===== config.mk =====
export PLATFORM = sky130hd
export DESIGN_NAME = ddr_cmd_decoder
export DESIGN_NICKNAME = d
export VERILOG_FILES = /design/src/verilog/ddr_cmd_pkg.sv /design/src/verilog/ddr_cmd_decoder.sv
export SDC_FILE = /design/constraint.sdc
export NUM_CORES = 1
export LEC_CHECK = 0
export ABC_CLOCK_PERIOD_IN_PS = 900
export BUFFER_PORTS_ARGS = -buffer_cell sky130_fd_sc_hd__clkbuf_2
export CAP_MARGIN = 25
export CORE_MARGIN = 5
export CORE_UTILIZATION = 35
export DETAILED_ROUTE_END_ITERATION = 12
export MAX_ROUTING_LAYER = met4
export PLACE_DENSITY = 0.81
export RECOVER_POWER = 50
export SLEW_MARGIN = 25
export SYNTH_ARGS = -nofsm -noshare
export SYNTH_HDL_FRONTEND = slang
export SYNTH_SLANG_ARGS = --single-unit
export TNS_END_PERCENT = 1

===== constraint.sdc =====
create_clock -name clk_in -period 0.9 [get_ports clk_in]
set_input_delay 0.18 -clock clk_in [delete_from_list [all_inputs] [get_ports clk_in]]
set_output_delay 0.18 -clock clk_in [all_outputs]
set_load 0.01 [all_outputs]

===== src/verilog/ddr_cmd_pkg.sv =====
package ddr_cmd_pkg;

    // raw command pins as seen on the dimm edge connector
    typedef struct packed {
        logic        cs_n;   // chip select, active low
        logic        act_n;  // activate, active low
        logic [16:0] addr;   // row or column, [16:14] double as ras/cas/we
        logic [1:0]  bg;     // bank group, only bit 0 is modeled
        logic [1:0]  ba;     // bank address
    } ddr_cmd_bus_t;

    // address bit positions with a second meaning
    localparam int ADDR_RAS = 16;
    localparam int ADDR_CAS = 15;
    localparam int ADDR_WE  = 14;
    localparam int ADDR_AP  = 10;  // auto-precharge on rd/wr

    // decoded per-bank command, CMD_NONE must stay at zero
    typedef enum logic [2:0] {
        CMD_NONE,
        CMD_ACT,
        CMD_PRE,
        CMD_RD,
        CMD_RDA,
        CMD_WR,
        CMD_WRA
    } bank_cmd_e;

    // one registered request, fanned out to every bank of every chip
    typedef struct packed {
        bank_cmd_e   cmd;
        logic [2:0]  bank;  // {bg[0], ba}
        logic [16:0] row;   // meaningful on CMD_ACT
        logic [9:0]  col;   // meaningful on rd/wr
    } bank_req_t;

endpackage


===== src/verilog/ddr_cmd_decoder.sv =====
`timescale 1ns/10ps

module ddr_cmd_decoder
    import ddr_cmd_pkg::*;
(
    input  logic         clk_in,
    input  logic         rst_N_in,
    input  ddr_cmd_bus_t cmd,
    output bank_req_t    req
);
    bank_cmd_e  cmd_dec;   // combinational decode of this edge's pins
    logic [2:0] rcw;       // {ras, cas, we}
    logic       ap;        // auto-precharge flag

    assign rcw = {cmd.addr[ADDR_RAS], cmd.addr[ADDR_CAS], cmd.addr[ADDR_WE]};
    assign ap  = cmd.addr[ADDR_AP];

    always_comb begin
        cmd_dec = CMD_NONE;
        if (!cmd.cs_n) begin  // deselected -> nop
            if (!cmd.act_n) begin
                cmd_dec = CMD_ACT;  // row comes from addr
            end else begin
                case (rcw)
                    3'b010: begin
                        if (!ap) begin
                            cmd_dec = CMD_PRE;  // single bank only, pre-all not modeled
                        end
                    end
                    3'b100: cmd_dec = ap ? CMD_WRA : CMD_WR;
                    3'b101: cmd_dec = ap ? CMD_RDA : CMD_RD;
                    default: cmd_dec = CMD_NONE;  // refresh, mrs, zq etc. ignored
                endcase
            end
        end
    end

    // one cycle of latency, banks see req on the edge after sampling
    always_ff @(posedge clk_in) begin
        if (rst_N_in) begin
            req.cmd <= CMD_NONE;
        end else begin
            req.cmd  <= cmd_dec;
            req.bank <= {cmd.bg[0], cmd.ba};  // upper bank group bit dropped
            req.row  <= cmd.addr;
            req.col  <= cmd.addr[9:0];
        end
    end

endmodule


# [After elaboration in Yosys (flattened, before gate mapping)]
# Cells that the tools add are included.
[word_totals] regBits=33 word_cells=16 out_inout_bits=33 in_bits=25
[op_classes] eq_ne=3 mux=5 bitwise=1 reduce_logical=2
[op_table] operator="one-hot mux 3 bit (3 select lines)" n=1
[op_table] operator="equality test 3 bit (second input constant)" n=2
[op_table] operator="2-to-1 mux 2 bit" n=2
[op_table] operator="equality test 3 x 2 -> 1 bit (second input constant)" n=1
[op_table] operator="2-to-1 mux 3 bit" n=1
[op_table] operator="OR reduction 3 bit" n=1
[op_table] operator="OR reduction 2 bit" n=1
[op_table] operator="2-to-1 mux 1 bit" n=1
[op_table] operator="inverter 1 bit" n=1

# [Logic depth before layout (Yosys ltp)]
# Gate-level depths: netlist (run 1).
[logic_depth] depth_word=3 depth_mapped=2 ltp_nobuf=2

# [Worst setup path before layout (run 1)]
# OpenSTA, ideal clock, no wires.
[synth_timing] path_kind="input port to flip-flop" startpoint="in rst_N_in" endpoint="reg req[10] (netlist name), enable pin" path_slack_ns=-0.052 t_required_ns=0.525 arrival_time_ns=0.577 n_path_buf=0 path_stages=1 setup_ns=0.375 cell_sequence="inv_1"
[synth_rtl] element="start: declaration" line="ddr_cmd_decoder.sv:7" source="input logic rst_N_in,"
[synth_rtl] element="end: declaration" line="ddr_cmd_decoder.sv:9" source="output bank_req_t req"
# No word-level cell between the ends.

# [Worst setup path after layout (run 1)]
[layout_timing] startpoint="reg req[13] (netlist name)" endpoint="out req[13] (netlist name)"
# No word-level cell between the ends.

==> results of run 1 <==
==> final cells by class <==
cell class / count / area [um2]
inverter: 1 / 7.51
clock buffer: 4 / 26.3
fill: 203 / 1080
multi-input combinational: 9 / 87.6
tap: 28 / 35.0
timing repair buffer: 62 / 329
sequential: 23 / 663
==> final timing paths <==
path / from / end / slack (ns) / cells past startpoint
min: cmd[22] / req[30] / 0.04 / 2
max: req[13] / req[13] / -0.13 / 1
==> power by group <==
group | switching [uW] | leakage [uW] | internal, uW
logic | 145 | 0.000275 | 131
clock network | 281 | 0.0000150 | 172
registers | 27.9 | 0.000221 | 1240
total | 455 | 0.000511 | 1550
==> timing repair <==
action                                  4_1_cts  5_1_grt
endpoints found under the setup margin       33       33
setup buffers                                 0        0
resized for setup                             1        7
==> per-layer routing <==
metal | part of all wire [%] | vias to the layer above
li1 | - | 265
met1 | 35 | 249
met2 | 50 | 38
met3 | 15 | 0
met4 | 0 | 0
met5 | 0 | -
==> kinds of logic after synthesis <==
logic type / count (synthesis) / synth area share (%)
AND/OR/NAND/NOR: 7 / 8.93
flip-flops: 23 / 79.9
AO/OA/AOI/OAI: 2 / 1.66
buffers and inverters: 11 / 9.53
==> per-stage QoR <==
| step | power [uW] | util (%) | setup TNS (ns) |
|---|---|---|---|
| 5_1_grt | 2090 | 51.4 | -5.02 |
| 4_1_cts | 2030 | 51.2 | -4.12 |
| 3_5_place_dp | 1580 | 50.0 | -1.15 |
| 2_1_floorplan | 1430 | - | -0.00263 |
| 6_report | 2000 | 51.4 | -3.47 |
| 3_3_place_gp | 1570 | 50.0 | -0.916 |
==> layout by cell type (no fill, tap or decap) <==
cell / netlist / layout
or4b_1: 1 / 1
buf_4: 10 / 5
dfxtp_1: 3 / 1
a31oi_1: 1 / 1
buf_6: 0 / 2
clkbuf_2: 0 / 48
dfxtp_2: 0 / 2
clkbuf_1: 0 / 6
buf_2: 0 / 2
or4bb_1: 2 / 2
clkbuf_4: 0 / 3
clkinvlp_4: 0 / 1
a211oi_1: 1 / 1
nor4b_2: 1 / 1
or3b_1: 2 / 2
and2b_2: 1 / 1
edfxtp_1: 20 / 20
==> run summary, run 1 <==
Status = finished, violations left
Failing checks = setup timing
Post-Route WL = 1700 um
CP max stage delay = 0.42 ns
Share of layout cells above drive strength 1 = 65.7%
1st-iter DRT viols = 2
GR Util All Layers = 10.0%
Area contributors post-synth = edfxtp_1 73%, buf_4 9.1%, dfxtp_1 7.3%
Routed len/inst = 13.4 um
Number of flops mapped to enable cells by yosys = 20
Top FF cell, synth = edfxtp_1
Register area share after synthesis = 79.9%
CTS Sinks = 23
Placed insts = 123
Die Ht = 58.6 um
WP data required = 0.72 ns
Fin nets = 125
Yosys top cell by area = edfxtp_1
Die area = 3440 um2
Placed Instance Area = 1120 um2
Fin crit share = 115%
Final weighted congestion of routability-driven global placement = 0.732
Met3 usage = 2.63%
Highest-delay cell along the critical path = edfxtp_1
Synthesized instance count = 43
Final setup vio count = 33
Final Cell Area = 1150 um2
Max reg flops = 23
Chip Width = 58.6 um
Diodes inserted = 0
Slew HR = 85.6%
Synth Net Count = 68
Final Hold Fails = 0
DR vias = 552
CTS tree = built
Worst-path maximum fanout = 2
HP Class = in2reg
Final non-filler cell total = 127
Top-level port count = 58
# H-tree levels = 1
Drt drc = 0
Final min period = 1.03 ns
Largest net degree at the start of global routing = 13
Number of port buffers = 56
Max-slew violations = 0
Cts bufs inserted = 3
Starting density of the core = 37.0%
Root buffer cell = clkbuf_4
Post-Syn Area = 827 um2
# rows = 17
Clock-pin slew on the worst setup and hold paths = 0.11 ns
Number of global-route vias before repair = 595
Pre-CTS WS = -0.212 ns
Commonest cells in the netlist = 20 x edfxtp_1, 10 x buf_4, 3 x dfxtp_1
Hold_ws = 0.0375 ns
Syn Area/Cell = 19.2 um2
Largest registers = req: 23 flops
GR Overflow Total = 0
Leakage = 0.000511 uW
Initial antenna violation count = 0
Register bit total from synthesis = 23
Synth warn = 0
Met2 Usage GRT = 17.1%
Max_cap viols = 0
Core area = 2230 um2
Critical path data arrival time = 0.85 ns
Max Freq = 0.966 GHz
Area growth syn-to-layout = 38.9%
CP Launch Type = flop
Met1 layer usage reported by global route = 10.8%
Router iterations before antenna repair = 3
Detailed Place HPWL = 1400 um
Reg with most FFs = req
VDD IR max = 939 uV
Post-synth top area share = 72.6%
CP endpoint kind = primary output
Final setup margin = -0.135 ns
Bufs and invs on worst path = 1
Drt via density = 4.35
Hold_buf cts = 0
DRT antenna net count = 0
Top-count cell post-synth = edfxtp_1
CP delay by family, top = flip-flops
RSZ-0062 raised after global routing = yes
Clock Path Buffers = 2
Grt peak-use layer = met2
Cell breakdown of the critical path = clkbuf_2
Fraction of registers with async set/reset = 0%
Netlist cell types = 11
First-pass GRT wire length = 2460 um
Least-Margin Pin Slew = 0.217 ns
Power Density = 1740 nW/um2
WS Path Type = reg2out
No activity file was read; power rests on OpenSTA's default activity.
==> run 2, diff against run 1 <==
ABC_CLOCK_PERIOD_IN_PS = 1100   (was 900)
PLACE_DENSITY = 0.78   (was 0.81)
clock period = 1.1 ns   (was 0.9 ns; I/O delays follow)
==> run 2 against run 1 <==
  * The flow now finishes without violations
  * Design area is 4.4% lower
  * Critical path type unchanged
  * Global-route usage is 0.88 points lower
  * Sequential cell count stayed put
  * Die area stayed put
==> run summary, run 2 (synthesis results as in run 1) <==
Met3 usage = 3.73%
Leakage = 0.000489 uW
Highest-delay cell along the critical path = edfxtp_1
Least-Margin Pin Slew = 0.423 ns
CP delay by family, top = flip-flops
Storage element area = 661 um2
First-pass GRT wire length = 2240 um
Detailed Place HPWL = 1290 um
Share of layout cells above drive strength 1 = 60.0%
Number of port buffers = 56
VDD IR max = 658 uV
Area of the multi-input gates = 87.6 um2
Hold Crit Depth = 1
CTS tree = built
Chip Width = 58.6 um
Met2 Usage GRT = 15.2%
# H-tree levels = 1
Hold Startpoint = cmd[12]
Clock Path Buffers = 2
GR Util All Layers = 9.14%
WP data required = 0.88 ns
Drt drc = 0
Cell breakdown of the critical path = clkbuf_2
RSZ-0062 raised after global routing = yes
Root buffer cell = clkbuf_4
Cts bufs inserted = 3
Max-slew violations = 0
Largest registers = req: 23 flops
Drt via density = 4.37
Post-CTS Resized = 0
Final Hold Fails = 0
Post-Route WL = 1520 um
Starting density of the core = 37.0%
Fill cells = 228
Number of global-route vias before repair = 539
Final setup margin = 0.0391 ns
Most common cell after layout, fill and taps aside = clkbuf_2
Core Util, Final = 49.2%
Pre-CTS WS = 0.00479 ns
Met1 layer usage reported by global route = 9.18%
CTS Sinks = 23
Critical path data arrival time = 0.84 ns
Hold_ws = 0.0881 ns
CP max stage delay = 0.40 ns
Final weighted congestion of routability-driven global placement = 0.676
Grt peak-use layer = met2
Critical path depth = 1
Area growth syn-to-layout = 32.8%
Most frequent cells in the layout = 51 x clkbuf_2, 20 x edfxtp_1, 7 x clkbuf_1
1st-iter DRT viols = 2
Max reg flops = 23
Reg with most FFs = req
Router iterations before antenna repair = 2
Initial antenna violation count = 0
Die Ht = 58.6 um
Max Freq = 0.943 GHz
GR Overflow Total = 0
CP Launch Type = flop
Core area = 2230 um2
Routed len/inst = 12.3 um
Power Density = 1470 nW/um2
WS Path Type = reg2out
Bufs and invs on worst path = 1
DRT antenna net count = 0
Max_cap viols = 0
Final min period = 1.06 ns
Top-level port count = 58
Largest net degree at the start of global routing = 13
HP Class = in2reg
DR vias = 538
# rows = 17
Slew HR = 71.8%
Diodes inserted = 0
Worst-path maximum fanout = 2
CP endpoint kind = primary output
Fin nets = 121
Final setup vio count = 0
Worst Hold End = req[18]
Clock-pin slew on the worst setup and hold paths = 0.12 ns
Status = finished, final reports clean
Post-CTS Setup Inserts = 0
Die area = 3440 um2
Fin crit share = 96.4%
Hold_buf cts = 0
-- run 2: changes by cell type in the layout (fill, tap and decap cells not counted), moves of 2 or more --
cell	before	now
buf_4	5	1
buf_2	2	0
clkbuf_2	48	51
buf_6	2	0
dfxtp_1	1	3
dfxtp_2	2	0
-- run 2: area by class of cell --
type	instances	area share [%]
sequential	23	60.1
timing repair buffer	58	26.0
multi-input combinational	9	7.97
tap	28	3.19
clock buffer	4	2.39
inverter	1	0.342
-- run 2: worst max-delay path by stage --
stage | end | from | slack [ns]
2_1_floorplan | req[10] | rst_N_in | 0.11
3_3_place_gp | req[31] | cmd[14] | 0.03
3_5_place_dp | req[31] | cmd[14] | 0.005
4_1_cts | req[19] | req[19] | 0.02
5_1_grt | req[11] | req[11] | -0.03
6_report | req[19] | req[19] | 0.04
-- run 2: metal layers --
metal	vias to the layer above	part of all wire [%]
met4	0	0
met1	241	36
met5	-	0
li1	258	-
met3	0	16
met2	39	48
-- run 2: per-stage QoR --
step                cells  TNS [ns]  power [uW]  area [um2]
floorplan              43         0        1170         827
global placement      119         0        1270        1080
detailed placement    119         0        1280        1080
CTS                   123         0        1640        1110
global route          123    -0.190        1690        1100
finish                123         0        1610        1100
-- run 2: where the power goes --
part / internal [uW] / leakage [uW] / switching, uW / total, uW
logic: 94.7 / 0.000254 / 112 / 207
registers: 1020 / 0.000220 / 20.8 / 1040
clock network: 141 / 0.0000150 / 226 / 367
==> run 3, diff against run 2 <==
CORE_ASPECT_RATIO = 0.9   (was not set)
CORE_UTILIZATION = 30   (was 35)
GPL_TIMING_DRIVEN = 0   (was not set)
PLACE_DENSITY = 0.7   (was 0.78)
==> run 3 against run 2 <==
  * The flow now finishes with violations (setup timing)
  * Power grew 1.6%
  * Sequential share of layout area shrank 3.3 points
  * Sequential power hardly changed
  * Critical path depth grew 1
  * Design area increased by 5.8%
  * Die area is 14% higher
  * Worst hold slack improved by 0.0088 ns
  * Via count rose by 6.3%
  * Clock power fell by 5%
  * Clock-buffer cell count unchanged
  * Largest power group unchanged
  * Highest routed layer is now met4
==> run summary, run 3 (synthesis results as in run 1) <==
Most frequent cells in the layout = 48 x clkbuf_2, 20 x edfxtp_1, 9 x buf_4
WS Path Type = reg2out
Final setup vio count = 9
HP Class = in2reg
Final weighted congestion of routability-driven global placement = 0.618
# H-tree levels = 1
Final Hold Fails = 0
Pre-CTS WS = -0.158 ns
Clock Path Buffers = 2
Fin crit share = 106%
Chip Width = 65.3 um
CP delay by family, top = flip-flops
Max reg flops = 23
Die Ht = 59.8 um
Fin nets = 128
Core Util, Final = 43.0%
1st-iter DRT viols = 14
Area growth syn-to-layout = 40.5%
Reg with most FFs = req
Cts bufs inserted = 3
Drt via density = 4.33
# rows = 18
Share of layout cells above drive strength 1 = 61.8%
Power Density = 1410 nW/um2
Slew HR = 51.7%
Most common cell after layout, fill and taps aside = clkbuf_2
Max-slew violations = 0
Core area = 2700 um2
Critical path data arrival time = 0.95 ns
Initial antenna violation count = 0
DR vias = 572
VDD IR max = 323 uV
Critical path depth = 2
Failing checks = setup timing
Highest-delay cell along the critical path = edfxtp_1
Post-CTS Setup Inserts = 0
Cell breakdown of the critical path = buf_4, clkbuf_2
Final setup margin = -0.0702 ns
CP Launch Type = flop
Leakage = 0.000525 uW
DRT antenna net count = 0
GR Overflow Total = 0
Status = finished, violations left
CP max stage delay = 0.41 ns
Router iterations before antenna repair = 2
RSZ-0062 raised after global routing = yes
Post-Route WL = 1630 um
CTS tree = built
Max_cap viols = 0
Largest registers = req: 23 flops
CP endpoint kind = primary output
Hold_buf cts = 0
Root buffer cell = clkbuf_4
Critical Path Start = req[19]
CTS Sinks = 23
Crit path to = req[19]
Fin Setup TNS = -0.560 ns
Top-level port count = 58
GR Util All Layers = 8.11%
Die area = 3910 um2
Least-Margin Pin Slew = 0.724 ns
Clock-pin slew on the worst setup and hold paths = 0.11 ns
Worst-path maximum fanout = 2
Max Freq = 0.855 GHz
Bufs and invs on worst path = 2
First-pass GRT wire length = 2290 um
Number of port buffers = 56
Number of global-route vias before repair = 534
Post-CTS Resized = 0
WP data required = 0.88 ns
Final min period = 1.17 ns
Drt drc = 0
Largest net degree at the start of global routing = 21
Starting density of the core = 30.6%
Routed len/inst = 12.4 um
Diodes inserted = 0
-- run 3: per-layer routing --
| metal | global-route usage [%] | wire [um] | vias up |
|---|---|---|---|
| met1 | 7.96 | 551 | 260 |
| met5 | - | 0 | - |
| met2 | 14.4 | 797 | 40 |
| met4 | 3.55 | 19 | 0 |
| met3 | 3.01 | 263 | 2 |
| li1 | - | - | 270 |
-- run 3: cell type report --
type | instances | area [um2]
flip-flops and latches | 23 | 661
multi-input cells | 9 | 81.3
clock buffers | 4 | 26.3
plain buffers | 9 | 67.6
inverters | 1 | 3.75
fillers | 261 | 1540
repair buffers | 56 | 285
well taps | 30 | 37.5
-- run 3: where the power goes --
group | internal [uW] | total [uW] | switching [uW] | leakage, uW
registers | 1020 | 1040 | 21.5 | 0.000220
clock network | 141 | 349 | 209 | 0.0000150
logic | 127 | 249 | 122 | 0.000290
total | 1280 | 1640 | 352 | 0.000525
-- run 3: how the worst min path moves through the flow --
| stage | endpoint | cells past startpoint | startpoint | slack [ns] |
|---|---|---|---|---|
| 3_5_place_dp | req[23] | 1 | cmd[17] | 0.40 |
| 3_3_place_gp | req[29] | 1 | cmd[2] | 0.40 |
| 6_report | req[23] | 1 | cmd[17] | 0.1 |
| 5_1_grt | req[21] | 1 | cmd[15] | 0.08 |
| 2_1_floorplan | req[32] | 1 | cmd[19] | 0.29 |
| 4_1_cts | req[23] | 1 | cmd[17] | 0.08 |
-- run 3: per-stage QoR --
step / cell area [um2] / power [uW] / std cells / hold slack (ns)
after floorplan: 827 / 1170 / 43 / 0.291
after global placement: 1140 / 1310 / 129 / 0.398
after detailed placement: 1140 / 1310 / 129 / 0.399
after CTS: 1160 / 1660 / 132 / 0.0838
after global routing: 1160 / 1720 / 132 / 0.0758
final: 1160 / 1640 / 132 / 0.0969
